`src/verilog/icache_cfg_pkg.sv`:
```
package icache_cfg_pkg;

  ////////////////////////////////////////////////////////////
  // address and data widths
  ////////////////////////////////////////////////////////////

  // physical fetch address, byte granular
  localparam int unsigned paddr_width  = 32;
  localparam int unsigned line_width   = 128;
  localparam int unsigned fetch_width  = 32;

  ////////////////////////////////////////////////////////////
  // cache geometry
  ////////////////////////////////////////////////////////////

  // address split is {tag, index, offset}
  localparam int unsigned offset_width = 4;
  localparam int unsigned num_sets     = 16;
  localparam int unsigned index_width  = 4;
  // whatever is left above index and offset
  localparam int unsigned tag_width    = paddr_width - index_width - offset_width;

  // default associativity
  localparam int unsigned num_ways     = 4;
  localparam int unsigned way_width    = 2;

  ////////////////////////////////////////////////////////////
  // uncached region
  ////////////////////////////////////////////////////////////

  // upper half of the address space bypasses the arrays
  localparam int unsigned nc_bit       = 31;

endpackage
```
`src/verilog/icache_if_pkg.sv`:
```
package icache_if_pkg;
  import icache_cfg_pkg::*;

  ////////////////////////////////////////////////////////////
  // basic words
  ////////////////////////////////////////////////////////////

  typedef logic [paddr_width-1:0] icache_paddr_t;
  typedef logic [line_width-1:0]  icache_line_t;
  typedef logic [fetch_width-1:0] icache_word_t;

  ////////////////////////////////////////////////////////////
  // fetch port
  ////////////////////////////////////////////////////////////

  // request strobe with aligned physical address
  typedef struct packed {
    logic          req;
    icache_paddr_t addr;
  } icache_fetch_req_t;

  // ready is a level, valid a single-cycle pulse
  typedef struct packed {
    logic         ready;
    logic         valid;
    icache_word_t data;
  } icache_fetch_rsp_t;

  ////////////////////////////////////////////////////////////
  // memory port
  ////////////////////////////////////////////////////////////

  // req held until ack, line address or word address when nc
  typedef struct packed {
    logic          req;
    icache_paddr_t addr;
    logic          nc;
  } icache_mem_req_t;

  // refill return, always one full line
  typedef struct packed {
    logic         valid;
    icache_line_t line;
  } icache_mem_rtrn_t;

  ////////////////////////////////////////////////////////////
  // internal
  ////////////////////////////////////////////////////////////

  typedef struct packed {
    logic                 valid;
    logic [tag_width-1:0] tag;
  } icache_tag_entry_t;

  // strobes from the FSM to the arrays and the victim logic
  typedef struct packed {
    logic                   rden;
    logic                   wren;
    logic                   flush_en;
    logic [index_width-1:0] index;
    logic [tag_width-1:0]   tag;
  } icache_ctrl_t;

endpackage

```
`src/verilog/icache_lookup.sv`:
```
`timescale 1ns/1ps

module icache_lookup
  import icache_cfg_pkg::*;
  import icache_if_pkg::*;
#(
  parameter int unsigned NumWays = num_ways
) (
  input  icache_tag_entry_t [NumWays-1:0] tags_i,
  input  icache_line_t [NumWays-1:0]      lines_i,
  input  logic [tag_width-1:0]            tag_i,
  input  logic [offset_width-1:0]         offset_i,
  input  logic                            use_rtrn_i,
  input  icache_line_t                    rtrn_line_i,
  output logic                            hit_o,
  output icache_word_t                    word_o
);

  localparam int unsigned way_w  = $clog2(NumWays);
  localparam int unsigned word_w = offset_width - $clog2(fetch_width / 8);

  logic [NumWays-1:0] way_hit;
  logic [way_w-1:0]   hit_idx;
  logic [word_w-1:0]  word_idx;
  icache_line_t       sel_line;

  // tag compare per way
  for (genvar i = 0; i < NumWays; i++) begin : gen_cmp
    assign way_hit[i] = tags_i[i].valid && (tags_i[i].tag == tag_i);
  end

  // hit way encoding, lowest index wins
  always_comb begin
    hit_idx = '0;
    for (int i = NumWays - 1; i >= 0; i--) begin
      if (way_hit[i]) begin
        hit_idx = way_w'(i);
      end
    end
  end

  assign hit_o = |way_hit;

  // refill data bypasses the arrays
  assign sel_line = use_rtrn_i ? rtrn_line_i : lines_i[hit_idx];

  // low two offset bits dropped, fetches are word aligned
  assign word_idx = offset_i[offset_width-1:offset_width-word_w];
  assign word_o   = sel_line[word_idx*fetch_width +: fetch_width];

endmodule

```
`config.mk`:
```
export PLATFORM = sky130hd
export DESIGN_NAME = icache_lookup
export DESIGN_NICKNAME = d
export VERILOG_FILES = /design/src/verilog/icache_cfg_pkg.sv /design/src/verilog/icache_if_pkg.sv /design/src/verilog/icache_lookup.sv
export SDC_FILE = /design/constraint.sdc
export NUM_CORES = 1
export LEC_CHECK = 0
export BUFFER_PORTS_ARGS = -buffer_cell sky130_fd_sc_hd__buf_4
export CORE_AREA = 2 2 316 318
export DETAILED_ROUTE_END_ITERATION = 12
export DIE_AREA = 0 0 318 320
export PLACE_DENSITY = 0.37
export SYNTH_ARGS = -nofsm -noshare
export SYNTH_HDL_FRONTEND = slang
export SYNTH_SLANG_ARGS = --single-unit
```
`constraint.sdc`:
```
create_clock -name vclk -period 2.8
set_input_delay 0.28 -clock vclk [all_inputs]
set_output_delay 0.28 -clock vclk [all_outputs]
set_load 0.1 [all_outputs]
```
# Word-level counts from Yosys, hierarchy flattened
# Cells that the tools add are included.
# classes
eq_ne,4
shift,1
muxes,7
order_cmp,1
addsub,0
mul,0
reduce_logical,5
bitwise_logic,0
n_div,0
# op_table
cell,n
$bmux 128 s2,1
$mux 128,2
$shiftx 128x8->32,1
$eq 24x24->1,4
$mux 2,4
$logic_and 1x1->1,4
$reduce_or 4->1,1
$lt 2x3->1 const B,1
# totals
romBits,0
mem_count,0
word_cells,18
output_inout_bits,33
input_bits,769
mem_bits_rw,0
latch_bits,0
register_bits,0

# Longest topological paths before layout
# logic_depth
depth_word,10
depth_mapped,11
mapped_depth_nobuf,8

# Worst setup path before layout
# No wires, ideal clock.
# synth_path
kind,input -> output
start,input port tag_i[15]
end,output port word_o[10]
arrival_ps,3179
required_ps,2520
path_buffers,3
slack_ps,-659
stages,11
cell_sequence,xor2_1 -> or4_4 -> nor4b_4 -> and2_4 -> buf_12 -> buf_12 -> buf_12 -> a22oi_2 -> a211oi_2 -> a211oi_1 -> and4b_1
# synth_via
elab_chain_cells,10
word_cells_on_any_way,16
classes_between,4 x eq/ne; 1 x shift; 7 x mux; 4 x reduce/logical
# synth_rtl
element,line,source
start: declaration,icache_lookup.sv:11,"input logic [tag_width-1:0] tag_i,"
$eq 24x24->1,icache_lookup.sv:29,assign way_hit[i] = tags_i[i].valid && (tags_i[i].tag == tag_i);
$logic_and 1x1->1,icache_lookup.sv:29,
$mux 2 (3 in series),icache_lookup.sv:36,if (way_hit[i]) begin
$mux 2 *,icache_lookup.sv:36,
$bmux 128 s2 *,icache_lookup.sv:45,assign sel_line = use_rtrn_i ? rtrn_line_i : lines_i[hit_idx];
$mux 128 (implied by the code) *,icache_lookup.sv:45,
$mux 128 *,icache_lookup.sv:45,
$shiftx 128x8->32 *,icache_lookup.sv:49,assign word_o = sel_line[word_idx*fetch_width +: fetch_width];
end: declaration,icache_lookup.sv:16,output icache_word_t word_o
# Mark *: on every way between the ends. The rest lies on a longest branch, timed or not. The select of a mux whose other input is x is not followed.

# Final worst setup path
# layout_path
start,input port tags_i[20] (netlist bit)
end,output port word_o[21]
# layout_via
elab_chain_cells,7
# layout_rtl
element,line,source
start: declaration,icache_lookup.sv:9,"input icache_tag_entry_t [NumWays-1:0] tags_i,"
$eq 24x24->1,icache_lookup.sv:29,
$logic_and 1x1->1,icache_lookup.sv:29,
$mux 2,icache_lookup.sv:36,
$bmux 128 s2,icache_lookup.sv:45,
$mux 128 (implied by the code),icache_lookup.sv:45,
$mux 128,icache_lookup.sv:45,
$shiftx 128x8->32,icache_lookup.sv:49,
# Every way passes these cells. The select of a mux whose other input is x is not followed.

==> results by group <==
Outcome
  • Run status: complete, but fails checks
  • Failing checks: setup timing

Job
  • Max-Cap Viols: 0

Place
  • HPWL Detailed: around 84,000 µm
  • Dpl cells: around 3,400
  • Area after DPL: approximately 0.018 mm²
  • Gpl congestion: ~0.9
  • Port bufs: 800

Logic synthesis
  • Mapped Cells: about 1,200
  • Synth warn: 0
  • Post-Syn Area per Cell: between 7 and 8 µm²
  • Top cell type's share of synthesized area: between 10% and 20%
  • Leading post-synthesis cells by cell area: mux2i_1 14%, a41oi_1 6.2%, nor4b_1 6.2%
  • Synthesized area: approximately 0.0090 mm²
  • Area leader, netlist: mux2i_1
  • Count leader, synth: mux2i_1
  • Synth unique cells: 50
  • Post-synthesis sequential area ratio: 0%
  • Synth cell count leaders: 128 x mux2i_1, 97 x a21oi_1, 83 x clkbuf_1
  • Syn Nets: between 1,500 and 2,000

Finish
  • CLK BUF: 0
  • Area delta synth->final: 138.7%
  • Utilization after layout: between 20% and 30%
  • Seq Cell Count: 0
  • Multi-input gate area: between 0.009 and 0.01 mm²
  • Final Cell Area: between 0.02 and 0.025 mm²
  • Layout Nets: about 3,000
  • FF/Latch Area: 0 µm²
  • Non-filler cells in the finished layout: 3,444
  • Share of cells above drive strength 1: between 60% and 70%
  • Layout fillers: 10,977

GRT
  • Via count of the first global-routing pass: roughly 16,000
  • Largest net degree at the start of global routing: 74
  • GRT Overall Usage: around a fifth
  • Grt ovf: 0
  • Global-route wire length before repair: 132,900 µm
  • Antenna violations before repair: 33

STA
  • Hold violation total from the final report: 0
  • Worst setup margin: -0.8377 ns
  • Measured slew at the worst slew-check pin: between 0.6 and 0.7 ns
  • Tmin final: about 3.6 ns
  • RSZ-0062 raised after global routing: yes
  • Final setup violation count: 32
  • Fin crit share: 129.9%
  • Final Slew Violations: 0
  • Peak Freq: about 270 MHz
  • Max-slew headroom: approximately 58%
  • Setup TNS: -23.86 ns

Floorplanning
  • Ports: between 800 and 900
  • FP Rows: approximately 120
  • Die width: about 320 µm
  • Starting Density: under 10%
  • Die H: 320 µm
  • Die area: 0.1018 mm²
  • Core Region: 0.09799 mm²

Min path
  • Hold Path End: word_o[27]
  • Hold Path Class: primary input to primary output
  • Worst hold path startpoint: rtrn_line_i[27]
  • Worst hold path depth: 5

Worst setup path
  • CP startpoint kind: primary input
  • CP peak stage delay: 0.55 ns
  • Critical Path AT: 3.36 ns
  • Setup CP Type: primary input to primary output
  • Slowest library cell on the worst path: or4_4
  • CP Cell Sequence: buf_8 > xor2_2 > or4_4 > nor4b_4 > buf_4 > and2_4 > o21bai_4 > buf_12 > buf_16 > buf_8 > mux2i_1 > o211ai_1 > and4b_4 > buf_12
  • Crit. End Element: primary output
  • Worst EP required: about 2.5 ns
  • Crit-path leading delay family: simple AND/OR/NAND/NOR gates
  • Critical path buffers and inverters: 6
  • Highest fanout seen on the critical path: 5

Detailed routing
  • Count of antenna-violating nets left after detailed routing: 0
  • Drt drc: 0
  • Wire length per cell: between 20 and 30 µm
  • Total iterations of the first detailed-routing run: 5
  • Vias: 14,878
  • Vias per cell: 4.320
  • Initial DRC Count: ~1,100
  • Detailed Route WL: 102,800 µm

Power and ir drop
  • Peak VDD IR: approximately 0.088 mV
  • P_leak: 9.004 nW
  • Total power: 3.095 mW
  • PwrDens: 143.8 mW/mm²
==> worst min-delay path, cell delays in order <==
cell and delay (ns):
buf_4 0.08, a21oi_1 0.05, o211ai_1 0.09, and4b_4 0.25, buf_12 0.17
==> how the worst max path moves through the flow <==
stage / start / endpoint / depth (start not counted)
2_1_floorplan: tag_i[20] / word_o[21] / 11
3_3_place_gp: tag_i[20] / word_o[14] / 16
3_5_place_dp: tag_i[20] / word_o[14] / 16
4_1_cts: tags_i[20] / word_o[3] / 15
5_1_grt: tag_i[4] / word_o[19] / 17
6_report: tags_i[20] / word_o[21] / 14
==> layer usage <==
metal  GRT usage, %  part of all wire [%]
met5         0.1891                  0.14
met4          4.772                   2.3
met3          5.604                   8.5
met2          31.31                    48
met1          23.08                    41
==> timing repair <==
action,CTS,global route
setup buffers,49,19
endpoints found under the hold margin,0,0
endpoints found under the setup margin,32,32
resized for setup,285,127
hold buffers,0,0
cloned,12,8
pin swaps,64,68
==> kinds of logic (layout without fill, tap and decap cells) <==
| logic type | after synthesis | in the layout | share of synthesized area (%) |
|---|---|---|---|
| AO/OA/AOI/OAI | 488 | 488 | 41.82 |
| AND/OR/NAND/NOR | 282 | 282 | 21.18 |
| multiplexers | 160 | 160 | 18.21 |
| buffers and inverters | 149 | 1117 | 9.453 |
| XOR/XNOR | 96 | 96 | 9.328 |
| other | 0 | 14 | 0 |
==> layout by cell type (no fill, tap or decap), types with 6 or more instances in the layout <==
master,instances
buf_4,950
a21oi_1,97
mux2i_1,89
buf_12,88
nand2_1,72
o211ai_1,64
a21boi_0,63
nor4b_1,63
a41oi_1,54
buf_6,42
xor2_1,41
a211oi_2,36
a21o_1,32
or4_1,32
and4b_4,32
xnor2_1,31
mux2_2,31
o311a_1,29
mux2i_4,27
a211oi_4,24
a22oi_2,24
nand4_1,18
o21ai_0,16
buf_16,15
diode_2,14
nor4_1,13
mux2i_2,12
xor2_2,11
buf_8,11
a41oi_2,10
a22oi_1,8
o21ai_1,8
o21ai_2,8
clkbuf_16,8
nor4_2,6
nand3_1,6
a211oi_1,6
==> final cells by class <==
class | instances | area share (%)
repair buffers | 1116 | 47.45
multi-input cells | 1026 | 44.86
well taps | 1287 | 7.484
diodes | 14 | 0.1628
inverters | 1 | 0.04070
==> per-stage QoR <==
step           setup WS [ns]  hold WS, ns
6_report             -0.8377        1.210
5_1_grt              -0.9358        1.238
4_1_cts              -0.8364        1.208
3_5_place_dp          -1.427        1.293
3_3_place_gp          -1.499        1.285
2_1_floorplan        -0.2966        1.032
==> where the power goes <==
part / internal, mW / leakage (nW) / switching (mW)
combinational: 1.55 / 9.00 / 1.55
sequential: 0 / 0 / 0
clock: 0.000000606 / 0.0000865 / 0
(Power assumes the default switching activity.)
