### src/verilog/icache_cfg_pkg.sv
package icache_cfg_pkg;

  ////////////////////////////////////////////////////////////
  // address and data widths
  ////////////////////////////////////////////////////////////

  // physical fetch address, byte granular
  localparam int unsigned paddr_width  = 32;
  localparam int unsigned line_width   = 128;
  localparam int unsigned fetch_width  = 32;

  ////////////////////////////////////////////////////////////
  // cache geometry
  ////////////////////////////////////////////////////////////

  // address split is {tag, index, offset}
  localparam int unsigned offset_width = 4;
  localparam int unsigned num_sets     = 16;
  localparam int unsigned index_width  = 4;
  // whatever is left above index and offset
  localparam int unsigned tag_width    = paddr_width - index_width - offset_width;

  // default associativity
  localparam int unsigned num_ways     = 4;
  localparam int unsigned way_width    = 2;

  ////////////////////////////////////////////////////////////
  // uncached region
  ////////////////////////////////////////////////////////////

  // upper half of the address space bypasses the arrays
  localparam int unsigned nc_bit       = 31;

endpackage
### src/verilog/icache_repl.sv
`timescale 1ns/1ps

module icache_repl
  import icache_cfg_pkg::*;
#(
  parameter int unsigned NumWays   = num_ways,
  parameter int unsigned LfsrWidth = 8
) (
  input  logic               clk_i,
  input  logic               rst_ni,
  input  logic [NumWays-1:0] valid_bits_i,
  input  logic               capture_i,
  input  logic               wren_i,
  output logic [NumWays-1:0] victim_oh_o
);

  localparam int unsigned way_w = $clog2(NumWays);
  // galois masks, other widths fall back to a two-tap mask
  localparam logic [LfsrWidth-1:0] lfsr_taps =
      (LfsrWidth == 8)  ? LfsrWidth'('hB8) :
      (LfsrWidth == 16) ? LfsrWidth'('hB400) :
      {1'b1, {(LfsrWidth-2){1'b0}}, 1'b1};

  logic [LfsrWidth-1:0] lfsr_d, lfsr_q;
  logic [way_w-1:0]     inv_way;
  logic [way_w-1:0]     repl_way;
  logic                 all_valid;
  logic [NumWays-1:0]   victim_oh_d, victim_oh_q;

  // lowest invalid way
  always_comb begin
    inv_way = '0;
    for (int i = NumWays - 1; i >= 0; i--) begin
      if (!valid_bits_i[i]) begin
        inv_way = way_w'(i);
      end
    end
  end

  assign all_valid = &valid_bits_i;
  // random pick only once the set is full
  assign repl_way  = all_valid ? lfsr_q[way_w-1:0] : inv_way;

  always_comb begin
    victim_oh_d           = '0;
    victim_oh_d[repl_way] = 1'b1;
  end

  // lfsr steps on every refill that evicts a line
  assign lfsr_d = (wren_i && all_valid) ?
                  (lfsr_q[0] ? ((lfsr_q >> 1) ^ lfsr_taps) : (lfsr_q >> 1)) :
                  lfsr_q;

  always_ff @(posedge clk_i or negedge rst_ni) begin
    if (!rst_ni) begin
      lfsr_q      <= LfsrWidth'(1);
      victim_oh_q <= '0;
    end else begin
      lfsr_q <= lfsr_d;
      // hold the victim until the refill comes back
      if (capture_i) begin
        victim_oh_q <= victim_oh_d;
      end
    end
  end

  assign victim_oh_o = victim_oh_q;

endmodule

### config.mk
export PLATFORM = sky130hd
export DESIGN_NAME = icache_repl
export DESIGN_NICKNAME = d
export VERILOG_FILES = /design/src/verilog/icache_cfg_pkg.sv /design/src/verilog/icache_repl.sv
export SDC_FILE = /design/constraint.sdc
export NUM_CORES = 1
export LEC_CHECK = 0
export ABC_AREA = 1
export BUFFER_PORTS_ARGS = -buffer_cell sky130_fd_sc_hd__buf_2
export CAP_MARGIN = 20
export CORE_MARGIN = 8
export CORE_UTILIZATION = 45
export DETAILED_ROUTE_END_ITERATION = 8
export PLACE_DENSITY = 0.67
export SYNTH_ARGS = -nofsm -noshare
export SYNTH_HDL_FRONTEND = slang
export SYNTH_SLANG_ARGS = --single-unit
### constraint.sdc
create_clock -name clk_i -period 2.2 [get_ports clk_i]
set_input_delay 0.22 -clock clk_i [delete_from_list [all_inputs] [get_ports clk_i]]
set_output_delay 0.22 -clock clk_i [all_outputs]
set_load 0.01 [all_outputs]
# Word level (Yosys, flattened, before mapping)
# Index checks and enable logic that the tools add are counted.
dict set report totals {
  register_bits 12
  wordCells 16
  out_inout_bits 4
}
dict set report op_classes {
  bitwise_logic 1
  n_reduce_logical 3
  n_mux 8
  magnitude_cmp 2
}
# operator n
set op_table {}
lappend op_table {{two-way mux 2 bit} 5}
lappend op_table {{two-way mux 8 bit} 1}
lappend op_table {{NOT 3 -> 4 bit} 1}
lappend op_table {{AND reduction 4 bit} 1}
lappend op_table {{< comparator 2 x 3 -> 1 bit, second input constant} 1}
lappend op_table {{demux 1 bit (select 2 bit)} 1}
lappend op_table {{greater-or-equal comparator 2 x 1 -> 1 bit, second input constant} 1}
lappend op_table {{logical AND 1 bit} 2}
lappend op_table {{two-way mux 1 bit} 1}

# Depth between registers and ports, before layout
dict set report depth {
  depth_word 9
  mapped_depth 7
}

# Worst setup path after synthesis
# Ideal clock, no wire load.
dict set report synth_timing {
  path_kind {register to register}
  startpoint {reg lfsr_q[0]}
  endpoint {reg victim_oh_q[0], in the netlist victim_oh_o[0]}
  arrival_ns 0.965
  path_stages_with_launch 5
  path_buffers 1
  setup_slack_ns 1.112
  t_required_ns 2.076
  setup_ns 0.124
  cell_sequence {dfstp_2 > clkbuf_1 > nand2_1 > nand2_1 > o21bai_1}
}
dict set report synth_between {
  elab_chain_len 5
}
# element line_no
set synth_rtl {}
lappend synth_rtl {{from (decl)} icache_repl.sv:24} ;# logic [LfsrWidth-1:0] lfsr_d, lfsr_q;
lappend synth_rtl {{from (signal assigned)} icache_repl.sv:56} ;# lfsr_q <= LfsrWidth'(1);
lappend synth_rtl {{from (signal assigned)} icache_repl.sv:59} ;# lfsr_q <= lfsr_d;
lappend synth_rtl {{two-way mux 2 bit (*)} icache_repl.sv:42} ;# assign repl_way = all_valid ? lfsr_q[way_w-1:0] : inv_way;
lappend synth_rtl {{< comparator 2 x 3 -> 1 bit (not written as such) or greater-or-equal comparator 2 x 1 -> 1 bit (tied branches)} icache_repl.sv:46} ;# victim_oh_d[repl_way] = 1'b1;
lappend synth_rtl {{logical AND 1 bit (not written as such)} icache_repl.sv:46}
lappend synth_rtl {{two-way mux 1 bit (not written as such)} icache_repl.sv:46}
lappend synth_rtl {{demux 1 bit (select 2 bit) (*)} icache_repl.sv:46}
lappend synth_rtl {{to (signal assigned)} icache_repl.sv:62} ;# victim_oh_q <= victim_oh_d;
lappend synth_rtl {{to (decl)} icache_repl.sv:28} ;# logic [NumWays-1:0] victim_oh_d, victim_oh_q;
# Every way passes the cells marked *; elsewhere a longest branch is shown, timed or not.
# A chain may end at the register's enable or synchronous reset.

# Worst setup path after layout
dict set report layout_timing {
  startpoint {reg victim_oh_q[0], in the netlist victim_oh_o[0]}
  endpoint {out victim_oh_o[0]}
}
# element line_no
set layout_rtl {}
lappend layout_rtl {{to (decl)} icache_repl.sv:14} ;# output logic [NumWays-1:0] victim_oh_o
# No word-level cell between the ends.

==> metrics.cfg <==
[clock_network]
post_cts_buffers=0
cts_made_buffers=3
clock-root-buffer=sky130_fd_sc_hd__clkbuf_4
cts_tree=built
cts_num_sinks=12
clock_tree.htree_level_count=1
clockBufferDepth=2
worst_skew_late_latency_ns=0.26
clk_transition_reported_paths_ns=0.07

[pwr]
p_seq_share_pct=50.1
switching_share_pct=28.3
total_power_w=0.000596
share_clk_of_total_power_pct=28.5
switch_pwr_w=0.000169
ir_worst_vdd_v=0.000364
power.share.combinational_pct=21.4
total_leakage_power_nw=0.388
power.internal_w=0.000427
pwr_density_cell_nw_per_um2=857

[worst_setup_path]
path_max_fanout=2
critPathMaxStageDelay_ns=0.38
path_cells=buf_2
critical_path.reg2reg.startpoint=lfsr_q[0]
critical_path_required_ns=1.98
rr_worst_depth=3
crit_path_end_kind=primary output
crit_type=reg -> out
crit_cells=1
r2r-end=victim_oh_o[0]
setup.reg_to_reg.worst_slack_ns=1.22
crit_start_category=flop
critPathSlowestCell=sky130_fd_sc_hd__dfrtp_1
critical_path.top_delay_family=flip-flops
critical_path_buf_inv_count=1
worst_ep_arrival_time_ns=0.78

[placement]
globalplace.congestion=0.770
dp_hpwl_um=777
port-buffer-count=11
placed_cells=91

[drt]
drt_pre_antenna_iters=4
detail-route-antenna-nets=0
overall_routed_net_length_mm=1.00
wl_per_cell_um=10.4
via_per_inst=4.38
detail_route.drc_violations=0
drt_first_iter_violations=12
vias=420

[global_routing]
grt_util_met2_pct=12.2
first_global_vias=440
globalRoute.totalOverflow=0
top_usage_layer=met2
gr-usage-met1_pct=12.2
groute.layer.met3.usage_pct=2.84
pin_count_of_the_biggest_net_entering_global_routing=15
grt_antenna_before_repair=0
grt_first_pass_wirelength_mm=1.86
groute.usage.overall_pct=9.01

[run]
cap_viol_max_count=0

[sta]
setup_viol=0
timing.fmax_ghz=1.00
transition_at_the_pin_with_the_smallest_max_transition_slack_ns=0.272
fin_tns_setup_ns=0
hold_viol=0
grt_setup_unrepaired=false
worst_hold_slack_ns=0.236
finalCritPeriodShare_pct=45.4
period_minus_slack_ns=0.999
final-max-slew-violation-count=0
relative_slew_slack_pct=81.9
timing.clock.skew_ns=0.00261

[layout]
final_layout_size_suffix_gt1_share_pct=30.9
insertedDiodeCount=0
nets=90
area.growth.synth_to_final_pct=17.8
stdcell_count=96

[yosys]
post_synth_inst_count=67
post_synth_instance_area_um2=591
synth-warning-count=0
synth_fp_nets=75
synth-seq-cells=12
synth.yosys.seq_area_share_pct=51.1
synth_area_per_cell_um2=8.81
yosysUniqueCellTypes=15

[floorplan]
die_w_um=52.2
area_enclosed_by_the_die_boundary_um2=2730
ports_placed_on_the_boundary=12
dieHeight_um=52.2
initial_utilization_pct=46.5
core-area_um2=1270
placement_rows=13

[hold_path]
holdPathStages=3
hold_path_class=in -> reg
whs_endpoint=lfsr_q[7]
holdCritStartpoint=wren_i

[outcome]
status=completed

metal layers:
layer,wire length [µm],vias up
li1,-,233
met1,540,179
met2,415,6
met3,35,2
met4,10,0
met5,0,-
power groups by stage:
stage	clock network, W	registers [W]	logic [W]
after floorplan	0	0.000291	0.000106
after global placement	0	0.000302	0.000128
after detailed placement	0	0.000304	0.000128
after CTS	0.000179	0.000299	0.000131
after global routing	0.000189	0.000307	0.000147
final	0.000170	0.000299	0.000128
state kept, by name (all words and copies together) (netlist names):
name         count
lfsr_q           8
victim_oh_o      4
cell usage after synthesis:
master                     count  share of area (%)
sky130_fd_sc_hd__dfstp_2       1                4.4
sky130_fd_sc_hd__nand2_1      23                 15
sky130_fd_sc_hd__inv_1         9                5.7
sky130_fd_sc_hd__xnor2_1       3                4.4
sky130_fd_sc_hd__nor2_1        3                1.9
sky130_fd_sc_hd__a21oi_2       1                1.5
sky130_fd_sc_hd__buf_6         1                1.9
sky130_fd_sc_hd__o21bai_1      2                2.5
sky130_fd_sc_hd__clkbuf_1      1               0.63
sky130_fd_sc_hd__nand2_2       1                1.1
sky130_fd_sc_hd__nand3_1       4                3.4
sky130_fd_sc_hd__nand2_4       1                1.9
sky130_fd_sc_hd__dfrtp_1      11                 47
sky130_fd_sc_hd__nor2_4        1                1.9
sky130_fd_sc_hd__o21ai_2       5                7.4
final cells by class:
cell class                 count  area (µm²)
fill                         122         573
sequential                    12         302
multi-input combinational     44         240
timing repair buffer          12        65.1
clock buffer                   4        36.3
inverter                       9        33.8
tap                           15        18.8
timing repair:
item	CTS	global route
gates resized for setup	0	0
hold buffers	1	0
hold endpoints to repair	11	0
worst max path at each step:
stage	from	slack (ns)	to
3_5_place_dp	valid_bits_i[0]	1.19	lfsr_q[2]
5_1_grt	lfsr_q[0]	1.14	victim_oh_o[1]
6_report	victim_oh_o[0]	1.20	victim_oh_o[0]
2_1_floorplan	lfsr_q[0]	1.11	victim_oh_o[0]
4_1_cts	victim_oh_o[3]	1.18	victim_oh_o[3]
3_3_place_gp	valid_bits_i[3]	1.21	lfsr_q[2]
stage by stage:
stage               worst slack (ns)  instance area [µm²]  utilization (%)
floorplan                       1.11                  591                -
global placement                1.21                  649             51.2
detailed placement              1.19                  649             51.2
CTS                             1.18                  696             54.8
global route                    1.14                  696             54.8
finish                          1.20                  696             54.8
worst min-delay path, cell delays in order:
cell and delay (ns):
sky130_fd_sc_hd__buf_2 0.12, sky130_fd_sc_hd__nand3_1 0.08, sky130_fd_sc_hd__nand2_1 0.05
cells by family (layout without fill, tap and decap cells):
family	after synthesis	after routing	synth area share, %
AOI/OAI and AO/OA	8	8	11.4
buffers and inverters	11	25	8.26
DFF	12	12	51.1
and+or+nand+nor	33	33	24.8
xor gates and xnor gates	3	3	4.45
cell usage in the layout, fill, tap and decap left out:
cell type / Yosys / final
sky130_fd_sc_hd__nand2_2: 1 / 1
sky130_fd_sc_hd__nand2_1: 23 / 23
sky130_fd_sc_hd__dfrtp_1: 11 / 11
sky130_fd_sc_hd__clkbuf_8: 0 / 1
sky130_fd_sc_hd__a21oi_2: 1 / 1
sky130_fd_sc_hd__buf_2: 0 / 11
sky130_fd_sc_hd__xnor2_1: 3 / 3
sky130_fd_sc_hd__dlygate4sd3_1: 0 / 1
sky130_fd_sc_hd__nor2_4: 1 / 1
sky130_fd_sc_hd__nor2_1: 3 / 3
sky130_fd_sc_hd__clkbuf_4: 0 / 3
sky130_fd_sc_hd__nand2_4: 1 / 1
sky130_fd_sc_hd__inv_1: 9 / 9
sky130_fd_sc_hd__o21ai_2: 5 / 5
sky130_fd_sc_hd__o21bai_1: 2 / 2
sky130_fd_sc_hd__nand3_1: 4 / 4
sky130_fd_sc_hd__dfstp_2: 1 / 1
Power figures use the tool's default switching activity.
