--- src/verilog/icache_cfg_pkg.sv ---
package icache_cfg_pkg;

  ////////////////////////////////////////////////////////////
  // address and data widths
  ////////////////////////////////////////////////////////////

  // physical fetch address, byte granular
  localparam int unsigned paddr_width  = 32;
  localparam int unsigned line_width   = 128;
  localparam int unsigned fetch_width  = 32;

  ////////////////////////////////////////////////////////////
  // cache geometry
  ////////////////////////////////////////////////////////////

  // address split is {tag, index, offset}
  localparam int unsigned offset_width = 4;
  localparam int unsigned num_sets     = 16;
  localparam int unsigned index_width  = 4;
  // whatever is left above index and offset
  localparam int unsigned tag_width    = paddr_width - index_width - offset_width;

  // default associativity
  localparam int unsigned num_ways     = 4;
  localparam int unsigned way_width    = 2;

  ////////////////////////////////////////////////////////////
  // uncached region
  ////////////////////////////////////////////////////////////

  // upper half of the address space bypasses the arrays
  localparam int unsigned nc_bit       = 31;

endpackage
--- src/verilog/icache_if_pkg.sv ---
package icache_if_pkg;
  import icache_cfg_pkg::*;

  ////////////////////////////////////////////////////////////
  // basic words
  ////////////////////////////////////////////////////////////

  typedef logic [paddr_width-1:0] icache_paddr_t;
  typedef logic [line_width-1:0]  icache_line_t;
  typedef logic [fetch_width-1:0] icache_word_t;

  ////////////////////////////////////////////////////////////
  // fetch port
  ////////////////////////////////////////////////////////////

  // request strobe with aligned physical address
  typedef struct packed {
    logic          req;
    icache_paddr_t addr;
  } icache_fetch_req_t;

  // ready is a level, valid a single-cycle pulse
  typedef struct packed {
    logic         ready;
    logic         valid;
    icache_word_t data;
  } icache_fetch_rsp_t;

  ////////////////////////////////////////////////////////////
  // memory port
  ////////////////////////////////////////////////////////////

  // req held until ack, line address or word address when nc
  typedef struct packed {
    logic          req;
    icache_paddr_t addr;
    logic          nc;
  } icache_mem_req_t;

  // refill return, always one full line
  typedef struct packed {
    logic         valid;
    icache_line_t line;
  } icache_mem_rtrn_t;

  ////////////////////////////////////////////////////////////
  // internal
  ////////////////////////////////////////////////////////////

  typedef struct packed {
    logic                 valid;
    logic [tag_width-1:0] tag;
  } icache_tag_entry_t;

  // strobes from the FSM to the arrays and the victim logic
  typedef struct packed {
    logic                   rden;
    logic                   wren;
    logic                   flush_en;
    logic [index_width-1:0] index;
    logic [tag_width-1:0]   tag;
  } icache_ctrl_t;

endpackage

--- src/verilog/icache_ctrl.sv ---
`timescale 1ns/1ps

module icache_ctrl
  import icache_cfg_pkg::*;
  import icache_if_pkg::*;
#(
  parameter int unsigned NumSets = num_sets
) (
  input  logic                    clk_i,
  input  logic                    rst_ni,
  input  logic                    flush_i,
  input  icache_fetch_req_t       fetch_req_i,
  output icache_fetch_rsp_t       fetch_rsp_o,
  output icache_mem_req_t         mem_req_o,
  input  logic                    mem_ack_i,
  input  icache_mem_rtrn_t        mem_rtrn_i,
  input  logic                    hit_i,
  input  icache_word_t            word_i,
  output icache_ctrl_t            ctrl_o,
  output logic                    capture_o,
  output logic                    use_rtrn_o,
  output logic [tag_width-1:0]    tag_o,
  output logic [offset_width-1:0] offset_o,
  output logic                    miss_o
);

  localparam int unsigned tag_lsb = offset_width + index_width;

  typedef enum logic [1:0] {
    FLUSH,
    IDLE,
    READ,
    MISS
  } state_e;

  state_e                 state_d, state_q;
  icache_paddr_t          addr_d, addr_q;
  logic                   flush_d, flush_q;
  logic [index_width-1:0] flush_cnt_d, flush_cnt_q;
  logic                   flush_done;
  logic                   accept;
  logic                   is_nc;
  logic                   ready;
  logic                   valid;
  logic                   mem_req;
  icache_paddr_t          mem_addr;
  logic                   rden;
  logic                   wren;
  logic                   flush_en;
  logic [index_width-1:0] index;

  ////////////////////////////////////////////////////////////
  // address split and memory request
  ////////////////////////////////////////////////////////////

  assign is_nc    = addr_q[nc_bit];
  assign tag_o    = addr_q[paddr_width-1:tag_lsb];
  assign offset_o = addr_q[offset_width-1:0];

  // uncached fetches ask for the word, cached ones for the line
  assign mem_addr = is_nc ? {addr_q[paddr_width-1:2], 2'b00} :
                            {addr_q[paddr_width-1:offset_width], {offset_width{1'b0}}};

  assign mem_req_o   = '{req: mem_req, addr: mem_addr, nc: is_nc};
  assign fetch_rsp_o = '{ready: ready, valid: valid, data: word_i};
  assign ctrl_o      = '{rden: rden, wren: wren, flush_en: flush_en,
                         index: index, tag: tag_o};

  // victim is taken from the tags read out for this request
  assign capture_o  = (state_q == READ);
  // word comes straight from the return line on a refill
  assign use_rtrn_o = (state_q == MISS);

  assign addr_d = accept ? fetch_req_i.addr : addr_q;

  // one set cleared per cycle
  assign flush_done  = (flush_cnt_q == index_width'(NumSets - 1));
  assign flush_cnt_d = !flush_en  ? flush_cnt_q :
                       flush_done ? '0 : flush_cnt_q + 1'b1;

  ////////////////////////////////////////////////////////////
  // controller FSM
  ////////////////////////////////////////////////////////////

  always_comb begin
    state_d  = state_q;
    // flush waits as pending until IDLE
    flush_d  = flush_q | flush_i;
    flush_en = 1'b0;
    rden     = 1'b0;
    wren     = 1'b0;
    accept   = 1'b0;
    ready    = 1'b0;
    valid    = 1'b0;
    mem_req  = 1'b0;
    miss_o   = 1'b0;
    // latched set by default, used by the refill write
    index    = addr_q[tag_lsb-1:offset_width];

    unique case (state_q)
      // clear all valid bits
      FLUSH: begin
        flush_en = 1'b1;
        index    = flush_cnt_q;
        if (flush_done) begin
          flush_d = 1'b0;
          state_d = IDLE;
        end
      end
      // take a pending flush, else accept a fetch
      IDLE: begin
        if (flush_d) begin
          state_d = FLUSH;
        end else begin
          ready = 1'b1;
          if (fetch_req_i.req) begin
            accept  = 1'b1;
            rden    = 1'b1;
            index   = fetch_req_i.addr[tag_lsb-1:offset_width];
            state_d = READ;
          end
        end
      end
      // tags are out, decide hit or go to memory
      READ: begin
        if (hit_i && !is_nc) begin
          valid   = 1'b1;
          state_d = IDLE;
          // next lookup overlaps with this response
          if (!flush_d) begin
            ready = 1'b1;
            if (fetch_req_i.req) begin
              accept  = 1'b1;
              rden    = 1'b1;
              index   = fetch_req_i.addr[tag_lsb-1:offset_width];
              state_d = READ;
            end
          end
        end else begin
          // uncached fetches always land here
          mem_req = 1'b1;
          if (mem_ack_i) begin
            miss_o  = ~is_nc;
            state_d = MISS;
          end
        end
      end
      // wait for the line, never write an uncached one
      MISS: begin
        if (mem_rtrn_i.valid) begin
          valid   = 1'b1;
          wren    = ~is_nc;
          state_d = IDLE;
        end
      end
      default: begin
        state_d = FLUSH;
      end
    endcase
  end

  always_ff @(posedge clk_i or negedge rst_ni) begin
    if (!rst_ni) begin
      state_q     <= FLUSH;
      flush_q     <= 1'b0;
      flush_cnt_q <= '0;
      addr_q      <= '0;
    end else begin
      state_q     <= state_d;
      flush_q     <= flush_d;
      flush_cnt_q <= flush_cnt_d;
      addr_q      <= addr_d;
    end
  end

endmodule

--- config.mk ---
export PLATFORM = sky130hd
export DESIGN_NAME = icache_ctrl
export DESIGN_NICKNAME = d
export VERILOG_FILES = /design/src/verilog/icache_cfg_pkg.sv /design/src/verilog/icache_if_pkg.sv /design/src/verilog/icache_ctrl.sv
export SDC_FILE = /design/constraint.sdc
export NUM_CORES = 1
export LEC_CHECK = 0
export BUFFER_PORTS_ARGS = -buffer_cell sky130_fd_sc_hd__buf_2
export CORE_AREA = 2 2 126 128
export CTS_CLUSTER_DIAMETER = 100
export DETAILED_ROUTE_END_ITERATION = 8
export DIE_AREA = 0 0 128 130
export PLACE_DENSITY_LB_ADDON = 0.05
export SLEW_MARGIN = 0
export SYNTH_ARGS = -nofsm -noshare
export SYNTH_HDL_FRONTEND = slang
export SYNTH_SLANG_ARGS = --single-unit
export TNS_END_PERCENT = 50
--- constraint.sdc ---
create_clock -name clk_i -period 4.75 [get_ports clk_i]
set_input_delay 0.95 -clock clk_i [delete_from_list [all_inputs] [get_ports clk_i]]
set_output_delay 0.95 -clock clk_i [all_outputs]
set_load 0.01 [all_outputs]
## Word level (Yosys, flattened, before mapping)

Index checks and enable logic that the tools add are counted.

| word-level totals | value |
|---|---|
| bits in registers | 39 |
| input port bits | 199 |
| output and inout bits | 130 |
| logic and storage cells | 54 |

| cells by class | value |
|---|---|
| add/sub/neg operators | 1 |
| eq/ne operators | 8 |
| muxes and demuxes | 35 |
| bitwise gates (word level) | 2 |
| reductions and logical operators | 4 |

Operators by type and width:

| operator | number |
|---|---|
| two-way mux 32 bit | 1 |
| two-way mux 1 bit | 17 |
| two-way mux 2 bit | 8 |
| two-way mux 4 bit | 4 |
| one-hot mux 4 bit (3 select lines) | 1 |
| one-hot mux 2 bit (4 select lines) | 1 |
| one-hot mux 1 bit (2 select lines) | 3 |
| adder 4 x 1 -> 4 bit (second input constant) | 1 |
| equality test 2 bit (second input constant) | 2 |
| equality test 4 bit (second input constant) | 1 |
| inequality test 2 bit (second input constant) | 2 |
| AND reduction 4 bit | 1 |
| inequality test 3 x 2 -> 1 bit (second input constant) | 1 |
| inequality test 3 bit (second input constant) | 1 |
| equality test 2 x 1 -> 1 bit (second input constant) | 1 |
| zero test 2 bit | 1 |
| logical AND 1 bit | 1 |
| zero test 1 bit | 1 |
| NOT 1 bit | 1 |
| bitwise OR 1 bit | 1 |

## Logic depth before layout (Yosys ltp)

Gate-level depths: netlist of run 1.

| logic depth | value |
|---|---|
| depth in word-level cells | 4 |
| mapped depth | 9 |
| depth with buffers taken out | 6 |

## Worst setup path before layout of run 1

No wires, ideal clock.

| path | value |
|---|---|
| path type | in2out |
| from | in hit_i |
| to | out ctrl_o[24] in the netlist's numbering |
| arrival time | 1.896 ns |
| data required time | 3.800 ns |
| slack | 1.904 ns |
| stages | 5 |
| path buffers | 1 |
| cells stage by stage | and3b_1 -> or2_1 -> buf_6 -> a211o_1 -> o2bb2ai_1 |

RTL lines:

| element | line | RTL |
|---|---|---|
| from (decl) | icache_ctrl.sv:17 | `input logic hit_i,` |
| to (decl) | icache_ctrl.sv:19 | `output icache_ctrl_t ctrl_o,` |

==> impl_metrics.json, run 1 <==
{
  "via_per_inst": 3.51,
  "worst_slew_pin_slew_ps": 1030,
  "cts_resized": 0,
  "timing.critical_path.cells": "inv_1 > ha_1 > and3b_1 > or2_1 > a211o_1 > o2bb2ai_1 > buf_2",
  "async_reset_ff_frac": 1.00,
  "required_ps": 3800,
  "min_period_over_period": 0.672,
  "clockRootBuffer": "sky130_fd_sc_hd__clkbuf_16",
  "ys_dominant_reg_cell": "sky130_fd_sc_hd__dfrtp_1",
  "cts-buffers-inserted": 5,
  "route.detailed.drc": 0,
  "cts.sinks": 39,
  "die_w_um": 128,
  "avgRoutedWirePerCell_um": 14.3,
  "clock_transition_at_the_registers_of_the_reported_paths_ps": 60,
  "synth-edff-count": 0,
  "total_power_divided_by_cell_area_nw_per_um2": 552,
  "synth-seq-cells": 39,
  "floorplan.initialDensity": 0.169,
  "syn_to_final_growth_pct": 14.1,
  "arrival_ps": 2240,
  "grt_util_met3": 0.0308,
  "remaining_antenna_violation_count": 0,
  "place_hpwl_um": 4650,
  "cell_area_after_synthesis_sq_um": 2600,
  "fin_crit_ps": 3190,
  "max_freq_mhz": 313,
  "boundaryPins": 329,
  "routed-via-count": 1629,
  "firstDrtPassIters": 3,
  "dp_cells": 456,
  "clk_lat_worst_skew_ps": 290,
  "crit_path_end_kind": "output port",
  "fraction_of_layout_instances_using_a_drive_strength_above_1": 0.651,
  "number_of_max_capacitance_violations_reported": 0,
  "critical_path.max_fanout": 7,
  "timing.slew.headroom": 0.310,
  "global_route.usage.met1": 0.0996,
  "vdd_drop_max_mv": 0.128,
  "average_size_of_a_mapped_cell_sq_um": 11.7,
  "final.fill_count": 1729,
  "drt_wl_total_um": 6620,
  "cts_tree": "done",
  "drt_first_iter_violations": 25,
  "fp-row-count": 46,
  "critPathKind": "reg2out",
  "finalHoldViolCount": 0,
  "dpl_worst_slack_ps": 1580,
  "synthCells": 222,
  "initial_antenna_violation_count": 0,
  "first_global_vias": 1605,
  "synth-warning-count": 0,
  "layout.core_utilization": 0.192,
  "setup_viol": 0,
  "h_tree_depth_reported_by_cts": 2,
  "grt_start_max_net_pins": 40,
  "grt_overflow": 0,
  "routabilityCongestion": 0.672,
  "finalSetupTns_ps": 0,
  "critical_path.startpoint_type": "flop",
  "layout.cells.non_filler": 464,
  "synth_sequential_area_ratio": 0.375,
  "status": "finished clean",
  "fin_ws_ps": 1560,
  "die_h_um": 130,
  "cts-hold-fix-buffers": 0,
  "cts-root-to-sink-buffers": 2,
  "slowest_delay_ps": 380,
  "cpLargestDelayFamily": "simple AND/OR/NAND/NOR gates",
  "insertedDiodeCount": 0,
  "globalRouteMet2Util": 0.121,
  "power.total_mw": 1.64,
  "num-nets-final": 475,
  "die-area_sq_um": 16600,
  "grtUsageTotal": 0.0797,
  "slew_violations": 0,
  "critical-path-slowest-cell": "sky130_fd_sc_hd__dfrtp_1",
  "busiest_layer": "met2",
  "postCtsSetupRepairBufs": 0,
  "grt_setup_unrepaired": "no",
  "port_buffers": 134,
  "power_leakage_nw": 1.77,
  "ys_types": 33,
  "worstPathBufferInverterCount": 2,
  "worst_setup_skew_after_layout_ps": 3.28,
  "hold_class": "reg2reg",
  "placeableCoreArea_sq_um": 15400,
  "grt_pass1_wl_um": 9600
}
state kept, by name, summed over array words and instances, names as in the netlist:
name         cells
state_q          2
addr_q          32
flush_q          1
flush_cnt_q      4
cells in the final DEF (no fill, tap or decap), types with 2 or more instances in the layout:
cell                        count
sky130_fd_sc_hd__nor2_1         2
sky130_fd_sc_hd__ha_1           5
sky130_fd_sc_hd__dfrtp_1       39
sky130_fd_sc_hd__o2bb2ai_1      4
sky130_fd_sc_hd__buf_2        134
sky130_fd_sc_hd__mux2_2         4
sky130_fd_sc_hd__bufinv_16      2
sky130_fd_sc_hd__inv_1          7
sky130_fd_sc_hd__a21oi_1        2
sky130_fd_sc_hd__nand2_1        6
sky130_fd_sc_hd__a32oi_1        5
sky130_fd_sc_hd__conb_1         2
sky130_fd_sc_hd__and2_1         2
sky130_fd_sc_hd__mux2_4        29
sky130_fd_sc_hd__clkbuf_16      5
sky130_fd_sc_hd__o21ai_0        4
sky130_fd_sc_hd__mux2i_1        3
stage by stage:
step	cell area (sq um)	hold slack, ps
3_5_place_dp	2780	490
3_3_place_gp	2780	505
6_report	2970	510
4_1_cts	2970	515
2_1_floorplan	2610	492
5_1_grt	2970	529
kinds of logic (layout without fill, tap and decap cells):
logic type,Yosys count,after routing,synth area share
compound gates,19,19,0.0548
xor+xnor,1,1,0.00337
fa+ha+maj,5,5,0.0241
buf+inv,101,150,0.296
flops,39,39,0.375
mux,36,36,0.196
other cells,1,2,0.00144
simple gates,20,20,0.0491
cell type report:
class	instances	area [sq um]	area share
sequential	39	976	0.329
inverter	7	26.3	0.00885
clock inverter	2	60.1	0.0202
clock buffer	6	129	0.0434
timing repair buffer	135	678	0.228
tap	192	240	0.0809
multi-input combinational	83	860	0.290
report_power, final:
group	leakage [nW]	total, mW	switching [mW]	internal [mW]
sequential	0.523	0.542	0.108	0.434
clock	0.0911	0.451	0.150	0.302
combinational	1.16	0.646	0.321	0.325
synthesized netlist by cell type (2+ instances only):
library cell	instances	share of area
sky130_fd_sc_hd__buf_4	89	0.26
sky130_fd_sc_hd__dfrtp_1	39	0.38
sky130_fd_sc_hd__mux2_4	29	0.17
sky130_fd_sc_hd__inv_1	7	0.010
sky130_fd_sc_hd__nand2_1	6	0.0087
sky130_fd_sc_hd__a32oi_1	5	0.017
sky130_fd_sc_hd__ha_1	5	0.024
sky130_fd_sc_hd__mux2_2	4	0.017
sky130_fd_sc_hd__o21ai_0	4	0.0077
sky130_fd_sc_hd__o2bb2ai_1	4	0.013
sky130_fd_sc_hd__buf_12	3	0.023
sky130_fd_sc_hd__mux2i_1	3	0.012
sky130_fd_sc_hd__a21oi_1	2	0.0038
sky130_fd_sc_hd__and2_1	2	0.0048
sky130_fd_sc_hd__nor2_1	2	0.0029
worst paths after layout:
path | slack [ps] | to | from | depth (start not counted)
max | 1560 | ctrl_o[25] | state_q[0] | 7
min | 510 | addr_q[1] | addr_q[1] | 1
max reg2reg | 2230 | addr_q[23] | state_q[0] | 7
min reg2reg | 510 | addr_q[1] | addr_q[1] | 1
max in group asynchronous | 3280 | addr_q[20] | rst_ni | 1
min in group asynchronous | 840 | state_q[0] | rst_ni | 1
metal layers:
layer | vias to the layer above | routed length (um)
li1 | 757 | -
met1 | 778 | 2940
met2 | 87 | 3020
met3 | 7 | 538
met4 | 0 | 122
met5 | - | 0
worst reg2reg max path, cell delays in order (launching register included):
cell,delay [ps]
sky130_fd_sc_hd__dfrtp_1,380
sky130_fd_sc_hd__inv_1,90
sky130_fd_sc_hd__ha_1,280
sky130_fd_sc_hd__and3b_1,220
sky130_fd_sc_hd__or2_1,330
sky130_fd_sc_hd__nand3_4,140
sky130_fd_sc_hd__buf_4,560
sky130_fd_sc_hd__mux2_2,420
Note: power is estimated with default switching activity, not from simulation.
==> run 2: changes to the inputs <==
==> constraint.sdc (replaced) <==
create_clock -name clk_i -period 3.2 [get_ports clk_i]
set_input_delay 0.64 -clock clk_i [delete_from_list [all_inputs] [get_ports clk_i]]
set_output_delay 0.64 -clock clk_i [all_outputs]
set_load 0.01 [all_outputs]
==> run 2 against run 1 <==
Compared with the run above: first-iteration DRC count rose by 56%; sequential power is 49% higher; critical path type unchanged; sequential cell count unchanged; largest power group unchanged; combinational power is 48% higher; critical path depth unchanged; clock skew is essentially flat; via count is 0.68% higher.
==> impl_metrics.json, run 2 (same netlist as run 1, synthesis figures left out) <==
{
  "power_leakage_nw": 1.76,
  "grtUsageTotal": 0.0772,
  "h_tree_depth_reported_by_cts": 2,
  "critical_path.max_fanout": 7,
  "routed-via-count": 1640,
  "postCtsSetupRepairBufs": 0,
  "die_w_um": 128,
  "total_power_divided_by_cell_area_nw_per_um2": 765,
  "initial_antenna_violation_count": 0,
  "critPathKind": "reg2out",
  "die-area_sq_um": 16600,
  "cts_resized": 0,
  "grt_setup_unrepaired": "no",
  "insertedDiodeCount": 0,
  "drt_first_iter_violations": 39,
  "fin_crit_ps": 2860,
  "largest_register_ff_count": 32,
  "worst_setup_skew_after_layout_ps": 3.13,
  "slew_violations": 0,
  "number_of_max_capacitance_violations_reported": 0,
  "final.fill_count": 1731,
  "grt_overflow": 0,
  "critical-path-slowest-cell": "sky130_fd_sc_hd__dfrtp_1",
  "max_flop_register": "addr_q",
  "cts-root-to-sink-buffers": 2,
  "drt_wl_total_um": 6500,
  "vdd_drop_max_mv": 0.184,
  "timing.critical_path.cells": "inv_1 > ha_1 > and3b_1 > or2_1 > a211o_1 > o2bb2ai_1 > buf_2",
  "floorplan.initialDensity": 0.169,
  "cts_tree": "done",
  "setup_viol": 0,
  "remaining_antenna_violation_count": 0,
  "status": "finished clean",
  "first_global_vias": 1622,
  "cpLargestDelayFamily": "simple AND/OR/NAND/NOR gates",
  "cts.sinks": 39,
  "timing.reg2reg.worst_path_depth": 7,
  "cts-hold-fix-buffers": 0,
  "avgRoutedWirePerCell_um": 14.0,
  "place_hpwl_um": 4960,
  "via_per_inst": 3.53,
  "fp-row-count": 46,
  "finalHoldViolCount": 0,
  "arrival_ps": 2220,
  "top_library_cells_by_usage_in_the_layout_fill_and_taps_aside": "134 x sky130_fd_sc_hd__buf_2, 39 x sky130_fd_sc_hd__dfrtp_1, 29 x sky130_fd_sc_hd__mux2_4",
  "critical_path_depth": 7,
  "grt_start_max_net_pins": 20,
  "port_buffers": 134,
  "worstPathBufferInverterCount": 2,
  "slowest_delay_ps": 370,
  "hold_slack_ps": 255,
  "critical_path.startpoint_type": "flop",
  "route.detailed.drc": 0,
  "crit_path_end_kind": "output port",
  "firstDrtPassIters": 4,
  "clk_lat_worst_skew_ps": 280,
  "clockRootBuffer": "sky130_fd_sc_hd__clkbuf_16",
  "hold_class": "in2async",
  "grt_pass1_wl_um": 9560,
  "die_h_um": 130,
  "fraction_of_layout_instances_using_a_drive_strength_above_1": 0.652,
  "num-nets-final": 478,
  "required_ps": 2560,
  "largest_registers": "addr_q (32), flush_cnt_q (4), state_q (2)",
  "finalSetupTns_ps": 0,
  "min_period_over_period": 0.893,
  "cts-buffers-inserted": 5,
  "placeableCoreArea_sq_um": 15400,
  "clock_transition_at_the_registers_of_the_reported_paths_ps": 60,
  "boundaryPins": 329,
  "routabilityCongestion": 0.661,
  "syn_to_final_growth_pct": 12.7,
  "max_freq_mhz": 350,
  "layout_commonest_cell": "sky130_fd_sc_hd__buf_2"
}
==> run 2: cell count changes in the layout (fill, tap and decap cells not counted), sizes merged <==
cell,delta
buf,+3
bufinv,-2
==> run 2: final timing paths <==
path	slack, ps	start	end
worst max-delay path	340	state_q[0]	ctrl_o[25]
worst min-delay path	250	rst_ni	state_q[0]
max in group asynchronous	2420	rst_ni	addr_q[0]
min in group clk_i	510	addr_q[1]	addr_q[1]
worst min register to register	510	addr_q[1]	addr_q[1]
worst max register to register	900	state_q[0]	addr_q[24]
==> run 2: layer usage <==
layer,up-vias,part of all wire,GRT usage
li1,759,-,-
met1,788,0.44,0.0953
met2,87,0.47,0.123
met3,6,0.080,0.0250
met4,0,0.014,0.0362
met5,-,0,0
==> run 2: per-stage QoR <==
| stage | std cells | area [sq um] | utilization | setup WS [ps] | power [mW] |
|---|---|---|---|---|---|
| floorplan | 223 | 2610 | - | 879 | 1.65 |
| global placement | 459 | 2800 | 0.182 | 597 | 1.80 |
| detailed placement | 459 | 2800 | 0.182 | 626 | 1.79 |
| CTS | 465 | 2930 | 0.190 | 312 | 2.31 |
| global route | 465 | 2930 | 0.190 | 219 | 2.42 |
| finish | 465 | 2930 | 0.190 | 343 | 2.24 |
==> run 2: power by group <==
group / internal, mW / switching (mW)
sequential: 0.645 / 0.163
combinational: 0.484 / 0.472
clock: 0.281 / 0.197
total: 1.41 / 0.832
==> run 2: area by class of cell <==
cell class | count | area (sq um) | share of cell area
inverter | 7 | 26.3 | 0.00896
sequential | 39 | 976 | 0.333
clock buffer | 6 | 129 | 0.0440
tap | 192 | 240 | 0.0819
timing repair buffer | 138 | 701 | 0.239
multi-input combinational | 83 | 860 | 0.293
==> run 3: changes to the inputs <==
--- a/config.mk
+++ b/config.mk
@@ -7,10 +7,12 @@
 export LEC_CHECK = 0
 export BUFFER_PORTS_ARGS = -buffer_cell sky130_fd_sc_hd__buf_2
 export CORE_AREA = 2 2 126 128
+export CTS_BUF_LIST = sky130_fd_sc_hd__clkbuf_8
 export CTS_CLUSTER_DIAMETER = 100
 export DETAILED_ROUTE_END_ITERATION = 8
 export DIE_AREA = 0 0 128 130
 export PLACE_DENSITY_LB_ADDON = 0.05
+export RECOVER_POWER = 100
 export SLEW_MARGIN = 0
 export SYNTH_ARGS = -nofsm -noshare
 export SYNTH_HDL_FRONTEND = slang
==> run 3 against run 2 <==
Compared with the run above: clock power fell by 32%; setup slack got worse by 50 ps; highest routed layer unchanged; critical endpoint unchanged; register-to-register slack got worse by 490 ps; sequential cell count did not move.
==> impl_metrics.json, run 3 (same netlist as run 1, synthesis figures left out) <==
{
  "switching_part_of_the_total_power": 0.424,
  "timing.critical_path.cells": "inv_1 > ha_1 > and3b_1 > or2_0 > a211o_1 > o2bb2ai_1 > clkbuf_1",
  "fin_ws_ps": 292,
  "setup_viol": 0,
  "die_w_um": 128,
  "first_global_vias": 1609,
  "largest_register_ff_count": 32,
  "clock_transition_at_the_registers_of_the_reported_paths_ps": 80,
  "largest_registers": "addr_q (32), flush_cnt_q (4), state_q (2)",
  "dp_cells": 459,
  "crit_path_end_kind": "output port",
  "timing.rr.start": "state_q[0]",
  "pwr-share-clk": 0.169,
  "routed-via-count": 1642,
  "final.fill_count": 1812,
  "clockRootBuffer": "sky130_fd_sc_hd__clkbuf_8",
  "switchingPower_mw": 0.819,
  "number_of_max_capacitance_violations_reported": 0,
  "critical_path_depth": 7,
  "postCtsSetupRepairBufs": 0,
  "critical-path-slowest-cell": "sky130_fd_sc_hd__dfrtp_1",
  "initial_antenna_violation_count": 1,
  "status": "finished clean",
  "via_per_inst": 3.53,
  "grt_overflow": 0,
  "critPathKind": "reg2out",
  "firstDrtPassIters": 4,
  "worst_setup_skew_after_layout_ps": 5.05,
  "cts-buffers-inserted": 5,
  "max_flop_register": "addr_q",
  "top_library_cells_by_usage_in_the_layout_fill_and_taps_aside": "99 x sky130_fd_sc_hd__clkbuf_1, 39 x sky130_fd_sc_hd__dfrtp_1, 38 x sky130_fd_sc_hd__buf_2",
  "dpl_worst_slack_ps": 626,
  "fraction_of_layout_instances_using_a_drive_strength_above_1": 0.198,
  "finalSetupTns_ps": 0,
  "port_buffers": 134,
  "drt_wl_total_um": 6540,
  "placeableCoreArea_sq_um": 15400,
  "grt_setup_unrepaired": "no",
  "grtUsageTotal": 0.0772,
  "arrival_ps": 2270,
  "insertedDiodeCount": 0,
  "boundaryPins": 329,
  "drt_first_iter_violations": 36,
  "cpLargestDelayFamily": "simple AND/OR/NAND/NOR gates",
  "cts-root-to-sink-buffers": 2,
  "share_seq_of_total_power": 0.420,
  "routabilityCongestion": 0.661,
  "fp-row-count": 46,
  "layout_commonest_cell": "sky130_fd_sc_hd__clkbuf_1",
  "ff2ff_setup_slack_ps": 410,
  "total_power_divided_by_cell_area_nw_per_um2": 732,
  "place_hpwl_um": 4960,
  "layout.core_utilization": 0.171,
  "timing.reg2reg.worst_path_depth": 7,
  "fin_crit_ps": 2910,
  "worstPathBufferInverterCount": 2,
  "die_h_um": 130,
  "grt_pass1_wl_um": 9580,
  "cts.sinks": 39,
  "die-area_sq_um": 16600,
  "p_comb_frac": 0.411,
  "cts-hold-fix-buffers": 0,
  "area.sequential_sq_um": 976,
  "critical_path.max_fanout": 7,
  "required_ps": 2560,
  "clk_lat_worst_skew_ps": 290,
  "multi_input_combinational_cell_area_sq_um": 757,
  "critical_path.startpoint_type": "flop",
  "avgRoutedWirePerCell_um": 14.1,
  "timing.slew.headroom": 0.378,
  "cts_tree": "done",
  "cts_resized": 0,
  "layout.cells.non_filler": 465,
  "power_leakage_nw": 1.25,
  "worst_slew_pin_slew_ps": 933,
  "h_tree_depth_reported_by_cts": 2,
  "power_report.internal_total_mw": 1.11,
  "vdd_drop_max_mv": 0.148,
  "syn_to_final_growth_pct": 1.44,
  "hold_class": "in2async",
  "power.total_mw": 1.93,
  "min_period_over_period": 0.909,
  "slowest_delay_ps": 380,
  "remaining_antenna_violation_count": 0,
  "floorplan.initialDensity": 0.169,
  "grt_start_max_net_pins": 20,
  "num-nets-final": 478,
  "finalHoldViolCount": 0,
  "critical_path.reg2reg.endpoint": "addr_q[20]",
  "route.detailed.drc": 0,
  "slew_violations": 0,
  "max_freq_mhz": 344
}
## run 3: cell types whose count changed in the layout (fill, tap and decap cells not counted), moves of 4 or more
cell / delta
sky130_fd_sc_hd__buf_2: -96
sky130_fd_sc_hd__clkbuf_1: +98
sky130_fd_sc_hd__buf_4: -4
sky130_fd_sc_hd__mux2_1: +24
sky130_fd_sc_hd__clkbuf_16: -5
sky130_fd_sc_hd__clkbuf_8: +5
sky130_fd_sc_hd__mux2_4: -24
## run 3: layout make-up
class                   instances  area share
flip-flops and latches         39       0.370
multi-input cells              83       0.287
repair buffers                138       0.215
well taps                     192      0.0910
clock buffers                   5      0.0261
inverters                       7     0.00996
clock inverters                 1     0.00142
## run 3: power by group through the flow
stage,registers [mW],clock network [mW],logic [mW]
finish,0.812,0.326,0.795
global route,0.846,0.376,0.883
CTS,0.815,0.360,0.974
detailed placement,0.820,0,0.972
global placement,0.818,0,0.986
floorplan,0.840,0,0.808
## run 3: worst max-delay path by stage
stage	startpoint	end	slack, ps
4_1_cts	state_q[0]	ctrl_o[25]	280
6_report	state_q[0]	ctrl_o[25]	290
3_5_place_dp	state_q[0]	ctrl_o[25]	630
5_1_grt	state_q[0]	addr_q[19]	140
2_1_floorplan	state_q[0]	ctrl_o[24]	880
3_3_place_gp	state_q[0]	ctrl_o[25]	600
## run 3: through the flow
step	hold slack [ps]	area, sq um
floorplan	344	2610
global placement	506	2800
detailed placement	503	2800
CTS	227	2880
global route	436	2640
finish	405	2640
## run 3: layer usage
metal | global-route usage | up-vias | wire length (um)
met4 | 0.0362 | 0 | 119
li1 | - | 756 | -
met5 | 0 | - | 0
met2 | 0.122 | 89 | 2990
met1 | 0.0958 | 790 | 2890
met3 | 0.0250 | 7 | 531
## run 3: worst reg2reg max path: stages, from the launching register on
cell and delay [ps]:
sky130_fd_sc_hd__dfrtp_1 380, sky130_fd_sc_hd__inv_1 80, sky130_fd_sc_hd__ha_1 270, sky130_fd_sc_hd__and3b_1 220, sky130_fd_sc_hd__or2_0 350, sky130_fd_sc_hd__nand3_1 250, sky130_fd_sc_hd__clkbuf_1 730, sky130_fd_sc_hd__mux2_1 390
